===== src/design/turf_pkg.sv =====
package turf_pkg;

    //////////////////////////////////////////////////
    // Widths that carry a meaning
    //////////////////////////////////////////////////

    // APB byte address
    typedef logic [7:0] apb_addr_t;

    // Register data word
    typedef logic [31:0] reg_word_t;

    // EMIO general-purpose bank
    typedef logic [15:0] emio_word_t;

    // Two bits of bridge type per TURFIO
    typedef logic [7:0] bridge_type_t;

    // One bit per TURFIO
    typedef logic [3:0] tio_vec_t;

    // Slave sequencing for the inserted wait state
    typedef enum logic [1:0] {
        IDLE,
        ACCESS,
        DONE
    } apb_state_t;

    //////////////////////////////////////////////////
    // Bridge type codes
    //////////////////////////////////////////////////

    // Codes 2 and 3 are reserved and never valid
    localparam logic [1:0] BRIDGE_NONE   = 2'd0;
    localparam logic [1:0] BRIDGE_AURORA = 2'd1;

    //////////////////////////////////////////////////
    // Register map
    //////////////////////////////////////////////////

    localparam apb_addr_t ADDR_IDENT       = 8'h00;
    localparam apb_addr_t ADDR_DATEVERSION = 8'h04;
    localparam apb_addr_t ADDR_GPIO_OUT    = 8'h08;
    localparam apb_addr_t ADDR_GPIO_TRI    = 8'h0C;
    localparam apb_addr_t ADDR_GPIO_IN     = 8'h10;
    localparam apb_addr_t ADDR_BRIDGE_TYPE = 8'h14;
    localparam apb_addr_t ADDR_BRIDGE_STAT = 8'h18;

    //////////////////////////////////////////////////
    // Identification
    //////////////////////////////////////////////////

    // ASCII "TURF"
    localparam reg_word_t IDENT_WORD = 32'h5455_5246;

    localparam logic        REVISION_B    = 1'b0;
    localparam logic [15:0] FIRMWARE_DATE = 16'h0000;
    localparam logic [3:0]  VER_MAJOR     = 4'd0;
    localparam logic [3:0]  VER_MINOR     = 4'd7;
    localparam logic [7:0]  VER_REV       = 8'd19;

    // Revision bit, 15 bits of date, then major/minor/rev
    localparam reg_word_t DATEVERSION_WORD = {REVISION_B, FIRMWARE_DATE[14:0],
                                              VER_MAJOR, VER_MINOR, VER_REV};

    //////////////////////////////////////////////////
    // EMIO bit positions
    //////////////////////////////////////////////////

    localparam int EMIO_TRESET_LSB = 12;
    localparam int EMIO_EXTINT_LSB = 8;
    localparam int EMIO_PPS_BIT    = 10;
    localparam int EMIO_TP1_BIT    = 11;

    //////////////////////////////////////////////////
    // 16x baud tick increments
    //////////////////////////////////////////////////

    // 82/1024 of ps_clk is within 0.1% of the housekeeping 16x rate
    localparam int                    HSK_FRAC_W = 10;
    localparam logic [HSK_FRAC_W-1:0] HSK_ADD    = 10'd82;

    // GPS at 38400 baud, 25/4096
    localparam int                    GPS_FRAC_W = 12;
    localparam logic [GPS_FRAC_W-1:0] GPS_ADD    = 12'd25;

endpackage


===== src/design/turf_apb_regs.sv =====
module turf_apb_regs (
    input  logic                    ps_clk,
    input  logic                    reset_i,
    input  logic                    psel_i,
    input  logic                    penable_i,
    input  logic                    pwrite_i,
    input  turf_pkg::apb_addr_t     paddr_i,
    input  turf_pkg::reg_word_t     pwdata_i,
    output turf_pkg::reg_word_t     prdata_o,
    output logic                    pready_o,
    output logic                    pslverr_o,
    output turf_pkg::emio_word_t    gpio_out_o,
    output turf_pkg::emio_word_t    gpio_tri_o,
    input  turf_pkg::emio_word_t    gpio_in_i,
    output logic                    pps_clear_o,
    output turf_pkg::bridge_type_t  bridge_type_o,
    output turf_pkg::tio_vec_t      bridge_clear_o,
    input  turf_pkg::tio_vec_t      bridge_valid_i,
    input  turf_pkg::tio_vec_t      bridge_invalid_i
);

    // All pads start tristated
    localparam turf_pkg::emio_word_t GPIO_TRI_RESET = '1;

    turf_pkg::apb_state_t   state_q;
    turf_pkg::apb_state_t   state_d;
    turf_pkg::emio_word_t   gpio_out_q;
    turf_pkg::emio_word_t   gpio_tri_q;
    turf_pkg::bridge_type_t bridge_type_q;
    turf_pkg::reg_word_t    rd_data;
    logic                   addr_hit;
    logic                   read_only;
    logic                   access_err;
    logic                   wr_en;

    //////////////////////////////////////////////////
    // Transfer sequencing
    //////////////////////////////////////////////////

    // Setup, one wait cycle, then completion
    always_comb begin
        state_d = state_q;
        case (state_q)
            turf_pkg::IDLE: begin
                if (psel_i) begin
                    state_d = turf_pkg::ACCESS;
                end
            end
            turf_pkg::ACCESS: begin
                if (!psel_i) begin
                    state_d = turf_pkg::IDLE;
                end else if (penable_i) begin
                    state_d = turf_pkg::DONE;
                end
            end
            default: begin
                state_d = turf_pkg::IDLE;
            end
        endcase
    end

    always_ff @(posedge ps_clk) begin
        if (reset_i) begin
            state_q <= turf_pkg::IDLE;
        end else begin
            state_q <= state_d;
        end
    end

    assign pready_o = (state_q == turf_pkg::DONE) && psel_i && penable_i;
    assign wr_en    = pready_o && pwrite_i;

    //////////////////////////////////////////////////
    // Address decode and read mux
    //////////////////////////////////////////////////

    always_comb begin
        rd_data   = '0;
        addr_hit  = 1'b1;
        read_only = 1'b0;
        case (paddr_i)
            turf_pkg::ADDR_IDENT: begin
                rd_data   = turf_pkg::IDENT_WORD;
                read_only = 1'b1;
            end
            turf_pkg::ADDR_DATEVERSION: begin
                rd_data   = turf_pkg::DATEVERSION_WORD;
                read_only = 1'b1;
            end
            turf_pkg::ADDR_GPIO_OUT:    rd_data = {16'h0000, gpio_out_q};
            turf_pkg::ADDR_GPIO_TRI:    rd_data = {16'h0000, gpio_tri_q};
            turf_pkg::ADDR_GPIO_IN: begin
                rd_data   = {16'h0000, gpio_in_i};
                read_only = 1'b1;
            end
            turf_pkg::ADDR_BRIDGE_TYPE: rd_data = {24'h000000, bridge_type_q};
            turf_pkg::ADDR_BRIDGE_STAT: begin
                rd_data = {24'h000000, bridge_invalid_i, bridge_valid_i};
            end
            default: begin
                addr_hit = 1'b0;
            end
        endcase
    end

    assign access_err = !addr_hit || (pwrite_i && read_only);
    assign pslverr_o  = pready_o && access_err;
    assign prdata_o   = pready_o ? rd_data : '0;

    //////////////////////////////////////////////////
    // Register storage
    //////////////////////////////////////////////////

    always_ff @(posedge ps_clk) begin
        if (reset_i) begin
            gpio_out_q    <= '0;
            gpio_tri_q    <= GPIO_TRI_RESET;
            bridge_type_q <= '0;
        end else if (wr_en) begin
            case (paddr_i)
                turf_pkg::ADDR_GPIO_OUT:    gpio_out_q    <= pwdata_i[15:0];
                turf_pkg::ADDR_GPIO_TRI:    gpio_tri_q    <= pwdata_i[15:0];
                turf_pkg::ADDR_BRIDGE_TYPE: bridge_type_q <= pwdata_i[7:0];
                default: ;
            endcase
        end
    end

    // Write-1 clears, still honoured on the erroring GPIO_IN write
    assign pps_clear_o = wr_en && (paddr_i == turf_pkg::ADDR_GPIO_IN)
                         && pwdata_i[turf_pkg::EMIO_PPS_BIT];

    assign bridge_clear_o = (wr_en && (paddr_i == turf_pkg::ADDR_BRIDGE_STAT)) ?
                            pwdata_i[3:0] : '0;

    assign gpio_out_o    = gpio_out_q;
    assign gpio_tri_o    = gpio_tri_q;
    assign bridge_type_o = bridge_type_q;

endmodule


===== src/design/turf_emio_gpio.sv =====
module turf_emio_gpio (
    input  logic                 ps_clk,
    input  logic                 reset_i,
    input  turf_pkg::emio_word_t gpio_out_i,
    input  turf_pkg::emio_word_t gpio_tri_i,
    input  logic                 pps_clear_i,
    output turf_pkg::tio_vec_t   tresetb_o,
    output turf_pkg::tio_vec_t   tresetb_oe_o,
    input  turf_pkg::tio_vec_t   tresetb_i,
    output logic [1:0]           gps_extint_o,
    input  logic [1:0]           gps_timepulse_i,
    input  logic                 hsk_irq_i,
    input  logic                 hsk_complete_i,
    input  logic                 uart_irq_b_i,
    output turf_pkg::emio_word_t gpio_in_o
);

    turf_pkg::tio_vec_t tresetb_s1_q;
    turf_pkg::tio_vec_t tresetb_s2_q;
    logic [1:0]         tp_s1_q;
    logic [1:0]         tp_s2_q;
    logic               tp0_s3_q;
    logic [2:0]         hsk_s1_q;
    logic [2:0]         hsk_s2_q;
    logic               pps_flag_q;
    logic               pps_rise;

    //////////////////////////////////////////////////
    // Output side
    //////////////////////////////////////////////////

    // TURFIO resets are active low, pad enabled when not tristated
    assign tresetb_o    = gpio_out_i[turf_pkg::EMIO_TRESET_LSB +: 4];
    assign tresetb_oe_o = ~gpio_tri_i[turf_pkg::EMIO_TRESET_LSB +: 4];

    assign gps_extint_o = gpio_out_i[turf_pkg::EMIO_EXTINT_LSB +: 2]
                          & ~gpio_tri_i[turf_pkg::EMIO_EXTINT_LSB +: 2];

    //////////////////////////////////////////////////
    // Input synchronizers
    //////////////////////////////////////////////////

    always_ff @(posedge ps_clk) begin
        if (reset_i) begin
            tresetb_s1_q <= '0;
            tresetb_s2_q <= '0;
            tp_s1_q      <= '0;
            tp_s2_q      <= '0;
            tp0_s3_q     <= 1'b0;
            hsk_s1_q     <= '0;
            hsk_s2_q     <= '0;
        end else begin
            tresetb_s1_q <= tresetb_i;
            tresetb_s2_q <= tresetb_s1_q;
            tp_s1_q      <= gps_timepulse_i;
            tp_s2_q      <= tp_s1_q;
            // Extra stage only for the PPS edge detect
            tp0_s3_q     <= tp_s2_q[0];
            hsk_s1_q     <= {hsk_complete_i, hsk_irq_i, uart_irq_b_i};
            hsk_s2_q     <= hsk_s1_q;
        end
    end

    // Sticky PPS flag, clear takes priority
    assign pps_rise = tp_s2_q[0] && !tp0_s3_q;

    always_ff @(posedge ps_clk) begin
        if (reset_i) begin
            pps_flag_q <= 1'b0;
        end else if (pps_clear_i) begin
            pps_flag_q <= 1'b0;
        end else if (pps_rise) begin
            pps_flag_q <= 1'b1;
        end
    end

    always_comb begin
        gpio_in_o = '0;
        gpio_in_o[turf_pkg::EMIO_TRESET_LSB +: 4] = tresetb_s2_q;
        gpio_in_o[turf_pkg::EMIO_TP1_BIT]         = tp_s2_q[1];
        gpio_in_o[turf_pkg::EMIO_PPS_BIT]         = pps_flag_q;
        gpio_in_o[2:0]                            = hsk_s2_q;
    end

endmodule


===== src/design/turf_bridge_select.sv =====
module turf_bridge_select (
    input  logic                   ps_clk,
    input  logic                   reset_i,
    input  turf_pkg::bridge_type_t bridge_type_i,
    input  turf_pkg::tio_vec_t     bridge_clear_i,
    input  turf_pkg::tio_vec_t     aurora_up_i,
    output turf_pkg::tio_vec_t     bridge_valid_o,
    output turf_pkg::tio_vec_t     bridge_invalid_o
);

    turf_pkg::tio_vec_t valid;
    turf_pkg::tio_vec_t invalid_q;

    // NONE is always usable, AURORA only with its link up
    always_comb begin
        for (int i = 0; i < $bits(turf_pkg::tio_vec_t); i++) begin
            valid[i] = (bridge_type_i[2*i +: 2] == turf_pkg::BRIDGE_NONE)
                       || ((bridge_type_i[2*i +: 2] == turf_pkg::BRIDGE_AURORA)
                           && aurora_up_i[i]);
        end
    end

    //////////////////////////////////////////////////
    // Sticky invalid flags
    //////////////////////////////////////////////////

    // Clear wins, so a persistent fault sets again next cycle
    always_ff @(posedge ps_clk) begin
        if (reset_i) begin
            invalid_q <= '0;
        end else begin
            invalid_q <= (invalid_q | ~valid) & ~bridge_clear_i;
        end
    end

    assign bridge_valid_o   = valid;
    assign bridge_invalid_o = invalid_q;

endmodule


===== src/design/turf_baud_ticks.sv =====
module turf_baud_ticks (
    input  logic ps_clk,
    input  logic reset_i,
    output logic hsk_tick_o,
    output logic gps_tick_o
);

    // Top bit of each accumulator holds the last carry
    logic [turf_pkg::HSK_FRAC_W:0] hsk_acc_q;
    logic [turf_pkg::GPS_FRAC_W:0] gps_acc_q;

    always_ff @(posedge ps_clk) begin
        if (reset_i) begin
            hsk_acc_q <= '0;
            gps_acc_q <= '0;
        end else begin
            hsk_acc_q <= {1'b0, hsk_acc_q[turf_pkg::HSK_FRAC_W-1:0]} + turf_pkg::HSK_ADD;
            gps_acc_q <= {1'b0, gps_acc_q[turf_pkg::GPS_FRAC_W-1:0]} + turf_pkg::GPS_ADD;
        end
    end

    assign hsk_tick_o = hsk_acc_q[turf_pkg::HSK_FRAC_W];
    assign gps_tick_o = gps_acc_q[turf_pkg::GPS_FRAC_W];

endmodule


===== src/design/turf_ctrl_top.sv =====
module turf_ctrl_top (
    input  logic                ps_clk,
    input  logic                reset_i,
    // APB slave
    input  logic                psel_i,
    input  logic                penable_i,
    input  logic                pwrite_i,
    input  turf_pkg::apb_addr_t paddr_i,
    input  turf_pkg::reg_word_t pwdata_i,
    output turf_pkg::reg_word_t prdata_o,
    output logic                pready_o,
    output logic                pslverr_o,
    // Pads
    output turf_pkg::tio_vec_t  tresetb_o,
    output turf_pkg::tio_vec_t  tresetb_oe_o,
    input  turf_pkg::tio_vec_t  tresetb_i,
    output logic [1:0]          gps_extint_o,
    input  logic [1:0]          gps_timepulse_i,
    // Housekeeping
    input  logic                hsk_irq_i,
    input  logic                hsk_complete_i,
    input  logic                uart_irq_b_i,
    input  turf_pkg::tio_vec_t  aurora_up_i,
    // Serial debug ticks
    output logic                hsk_tick_o,
    output logic                gps_tick_o
);

    turf_pkg::emio_word_t   gpio_out;
    turf_pkg::emio_word_t   gpio_tri;
    turf_pkg::emio_word_t   gpio_in;
    logic                   pps_clear;
    turf_pkg::bridge_type_t bridge_type;
    turf_pkg::tio_vec_t     bridge_clear;
    turf_pkg::tio_vec_t     bridge_valid;
    turf_pkg::tio_vec_t     bridge_invalid;

    //////////////////////////////////////////////////
    // Register block
    //////////////////////////////////////////////////

    turf_apb_regs u_regs (
        .ps_clk           (ps_clk),
        .reset_i          (reset_i),
        .psel_i           (psel_i),
        .penable_i        (penable_i),
        .pwrite_i         (pwrite_i),
        .paddr_i          (paddr_i),
        .pwdata_i         (pwdata_i),
        .prdata_o         (prdata_o),
        .pready_o         (pready_o),
        .pslverr_o        (pslverr_o),
        .gpio_out_o       (gpio_out),
        .gpio_tri_o       (gpio_tri),
        .gpio_in_i        (gpio_in),
        .pps_clear_o      (pps_clear),
        .bridge_type_o    (bridge_type),
        .bridge_clear_o   (bridge_clear),
        .bridge_valid_i   (bridge_valid),
        .bridge_invalid_i (bridge_invalid)
    );

    //////////////////////////////////////////////////
    // Datapath
    //////////////////////////////////////////////////

    turf_emio_gpio u_emio (
        .ps_clk          (ps_clk),
        .reset_i         (reset_i),
        .gpio_out_i      (gpio_out),
        .gpio_tri_i      (gpio_tri),
        .pps_clear_i     (pps_clear),
        .tresetb_o       (tresetb_o),
        .tresetb_oe_o    (tresetb_oe_o),
        .tresetb_i       (tresetb_i),
        .gps_extint_o    (gps_extint_o),
        .gps_timepulse_i (gps_timepulse_i),
        .hsk_irq_i       (hsk_irq_i),
        .hsk_complete_i  (hsk_complete_i),
        .uart_irq_b_i    (uart_irq_b_i),
        .gpio_in_o       (gpio_in)
    );

    turf_bridge_select u_bridge (
        .ps_clk           (ps_clk),
        .reset_i          (reset_i),
        .bridge_type_i    (bridge_type),
        .bridge_clear_i   (bridge_clear),
        .aurora_up_i      (aurora_up_i),
        .bridge_valid_o   (bridge_valid),
        .bridge_invalid_o (bridge_invalid)
    );

    // Free running, no register access
    turf_baud_ticks u_ticks (
        .ps_clk     (ps_clk),
        .reset_i    (reset_i),
        .hsk_tick_o (hsk_tick_o),
        .gps_tick_o (gps_tick_o)
    );

endmodule


===== config.mk =====
export PLATFORM = sky130hd
export DESIGN_NAME = turf_ctrl_top
export DESIGN_NICKNAME = d
export VERILOG_FILES = /design/src/design/turf_pkg.sv /design/src/design/turf_apb_regs.sv /design/src/design/turf_emio_gpio.sv /design/src/design/turf_bridge_select.sv /design/src/design/turf_baud_ticks.sv /design/src/design/turf_ctrl_top.sv
export SDC_FILE = /design/constraint.sdc
export NUM_CORES = 1
export LEC_CHECK = 0
export BUFFER_PORTS_ARGS = -buffer_cell sky130_fd_sc_hd__buf_2
export CORE_MARGIN = 2
export CORE_UTILIZATION = 53
export DETAILED_ROUTE_END_ITERATION = 10
export PLACE_DENSITY = 0.82
export REMOVE_ABC_BUFFERS = 1
export SLEW_MARGIN = 20
export SYNTH_ARGS = -nofsm -noshare
export SYNTH_HDL_FRONTEND = slang
export SYNTH_SLANG_ARGS = --single-unit

===== constraint.sdc =====
create_clock -name ps_clk -period 4 [get_ports ps_clk]
set_clock_uncertainty 0.1 [all_clocks]
set_input_delay 1.2 -clock ps_clk [delete_from_list [all_inputs] [get_ports ps_clk]]
set_output_delay 1.2 -clock ps_clk [all_outputs]
set_load 0.01 [all_outputs]

==> impl_metrics.toml <==
[timing]
fin_setup_tns_ns = -0.5142
setup_ws_ns = -0.1412
worstMarginPinSlew_ns = 0.6878
min_period_ns = 4.141
hold_viol = 0
post-route-period-util = 1.035
slew_violations = 0
max_freq_mhz = 241.5
hold_ws_ns = 0.3397
maxSlewHeadroom = 0.5415
setup_viol = 16
grt_setup_unrepaired = "true"

[grt]
grt_pass1_vias = 3705
grt_max_degree = 50
grt_pass1_wl_mm = 17.95
antenna_found_initial = 0
globalRouteOverflowTotal = 0
grtUsageTotal = 0.2686

[pwr]
max-vdd-ir-drop_mv = 0.1864
power.total_mw = 1.765
powerDensity_nw_per_um2 = 345.5
power_leakage_nw = 2.270

[yosys]
synth-main-ff-cell = "dfxtp_1"
syn_avg_cell_area_um2 = 8.898
synth_edf_count = 0
ys_ff_latch = 89
synth_cells = 456
syn-cell-area_um2 = 4058
synth.distinct_cells = 55
async_flop_share = 0
ys_seq_area_frac = 0.4391
ys_warn_count = 0

[placed_design]
dp_slack_ns = -0.2629
gp_congestion = 0.9635
placed_cell_area_um2 = 4693
numPortBuffers = 78
dp_hpwl_mm = 7.688
numPlacedInstances = 642

[clock_network]
htreeDepth = 3
cts.sinks = 89
clk_path_buf_depth = 2
cts_root_buf = "clkbuf_8"
numCtsBuffers = 9
cts_hold_buf = 0
cts_tree = "built"
clock_latency_ns = 0.36
clkSlewWorstSetupHoldPaths_ns = 0.09

[setup_path]
crit_fanout = 3
crit_required_ns = 2.70
startpoint_type = "input pin"
criticalPathCategory = "input pin to primary output"
crit_chain = "buf_6 -> buf_4 -> buf_4 -> nor3_1 -> nand2_1 -> or3_1 -> a21oi_1 -> buf_2"
endpoint_kind = "primary output"
cpMaxStageDelayCell = "or3_1"
cp.arrival_ns = 2.84
slowest_delay_ns = 0.39
crit_top_cell = "buf_4"

[drt]
drt_iter0_drc = 421
avgViaCountPerCell = 6.020
dr.pass1.iters = 5
detail_route.wl_per_cell_um = 18.18
drc = 0
ant_nets = 0
num_vias = 3973
routed_wl_mm = 12.00

[floorplanning]
ios = 104
core_area_um2 = 7331
dieArea_um2 = 8372
floorplan.initialDensity = 0.5535
fp.dieW_um = 91.50
die-height_um = 91.50
rows = 31

[flow_run]
maxCapViolCount = 0

[finish]
area_delta_synth_final_pct = 25.90
final_core_util = 0.6969
final.fill_count = 534
design_area_um2 = 5109
antennaDiodeCount = 0
final_cell_count_no_fill = 660
final_cell_mix = "89 x dfxtp_1, 71 x buf_2, 47 x buf_4, 36 x a21oi_1, 33 x nor2_1"
drive_above_1_share = 0.3084
final_common_cell = "dfxtp_1"
fin_nets = 616

[run_status]
failed_checks = "negative setup slack"
outcome = "finished, violations left"

[hold_path]
hold_class = "flop to flop"
## path summary, 6_finish.rpt
kind / slack (ns) / to / depth (start not counted) / from
worst max register to register: 1.97 / u_regs.gpio_tri_o[11] / 5 / u_regs.state_q[0]
worst max-delay path: -0.14 / prdata_o[10] / 8 / paddr_i[0]
worst min-delay path: 0.34 / u_emio.hsk_s2_q[1] / 1 / u_emio.hsk_s1_q[1]
worst min register to register: 0.34 / u_emio.hsk_s2_q[1] / 1 / u_emio.hsk_s1_q[1]
## critical path: cells and delay by family
family / cells / cell delay [ns]
AO/OA/AOI/OAI: 1 / 0.18
buffers and inverters: 4 / 0.57
AND/OR/NAND/NOR: 3 / 0.89
## synth_stat cells, types with 7 or more instances
cell type | number | area, µm²
mux2i_1 | 10 | 100.1
inv_1 | 10 | 37.54
nor2b_1 | 29 | 181.4
nor2_1 | 36 | 135.1
dfxtp_1 | 89 | 1782
xor2_1 | 7 | 61.31
a21oi_1 | 36 | 180.2
a22oi_1 | 9 | 67.56
clkbuf_1 | 23 | 86.33
buf_4 | 20 | 150.1
nand3_1 | 25 | 125.1
and3_1 | 19 | 118.9
a211o_1 | 17 | 148.9
o21ai_0 | 18 | 90.09
nand2_1 | 19 | 71.32
## area by class of cell
class | count | area (µm²) | share of cell area
multi-input cells | 317 | 2131 | 0.4171
well taps | 99 | 123.9 | 0.02425
repair buffers | 128 | 820.8 | 0.1607
clock buffers | 9 | 123.9 | 0.02425
flip-flops and latches | 89 | 1782 | 0.3488
inverters | 11 | 41.29 | 0.008082
clock inverters | 7 | 86.33 | 0.01690
## where the power goes
group          total, mW  switching (mW)  internal, mW
Clock              0.657           0.354         0.303
Sequential         0.933          0.0208         0.912
Combinational      0.175          0.0970        0.0784
Total               1.77           0.472          1.29
## kinds of logic after synthesis
family | synth area share
mux | 0.04132
fa+ha+maj | 0.006166
xor+xnor | 0.02806
compound gates | 0.1748
other cells | 0.0009242
buf+inv | 0.07647
flops | 0.4391
simple gates | 0.2331
## flip-flops by register name, indices dropped and copies added (netlist names), 4 cells and up
signal / cells
u_bridge.bridge_invalid_o: 4
u_emio.tresetb_s1_q: 4
u_emio.tresetb_s2_q: 4
u_regs.bridge_type_o: 8
u_regs.gpio_out_o: 16
u_regs.gpio_tri_o: 16
u_ticks.gps_acc_q: 13
u_ticks.hsk_acc_q: 10
## what timing repair did
item                       in CTS  in global routing
gates cloned                    0                  0
resized for setup              14                 25
buffers inserted                0                  2
hold endpoints to repair        0                  0
setup endpoints to repair      12                 19
pin swaps                       1                 13
## metal layers
layer / wire length [µm] / vias up / global-route usage
met4: 423 / 0 / 0.1086
met1: 4442 / 1864 / 0.3257
met2: 5883 / 260 / 0.4571
met3: 1250 / 49 / 0.06224
li1: - / 1800 / -
met5: 0 / - / 0
No activity file was read; power rests on OpenSTA's default activity.
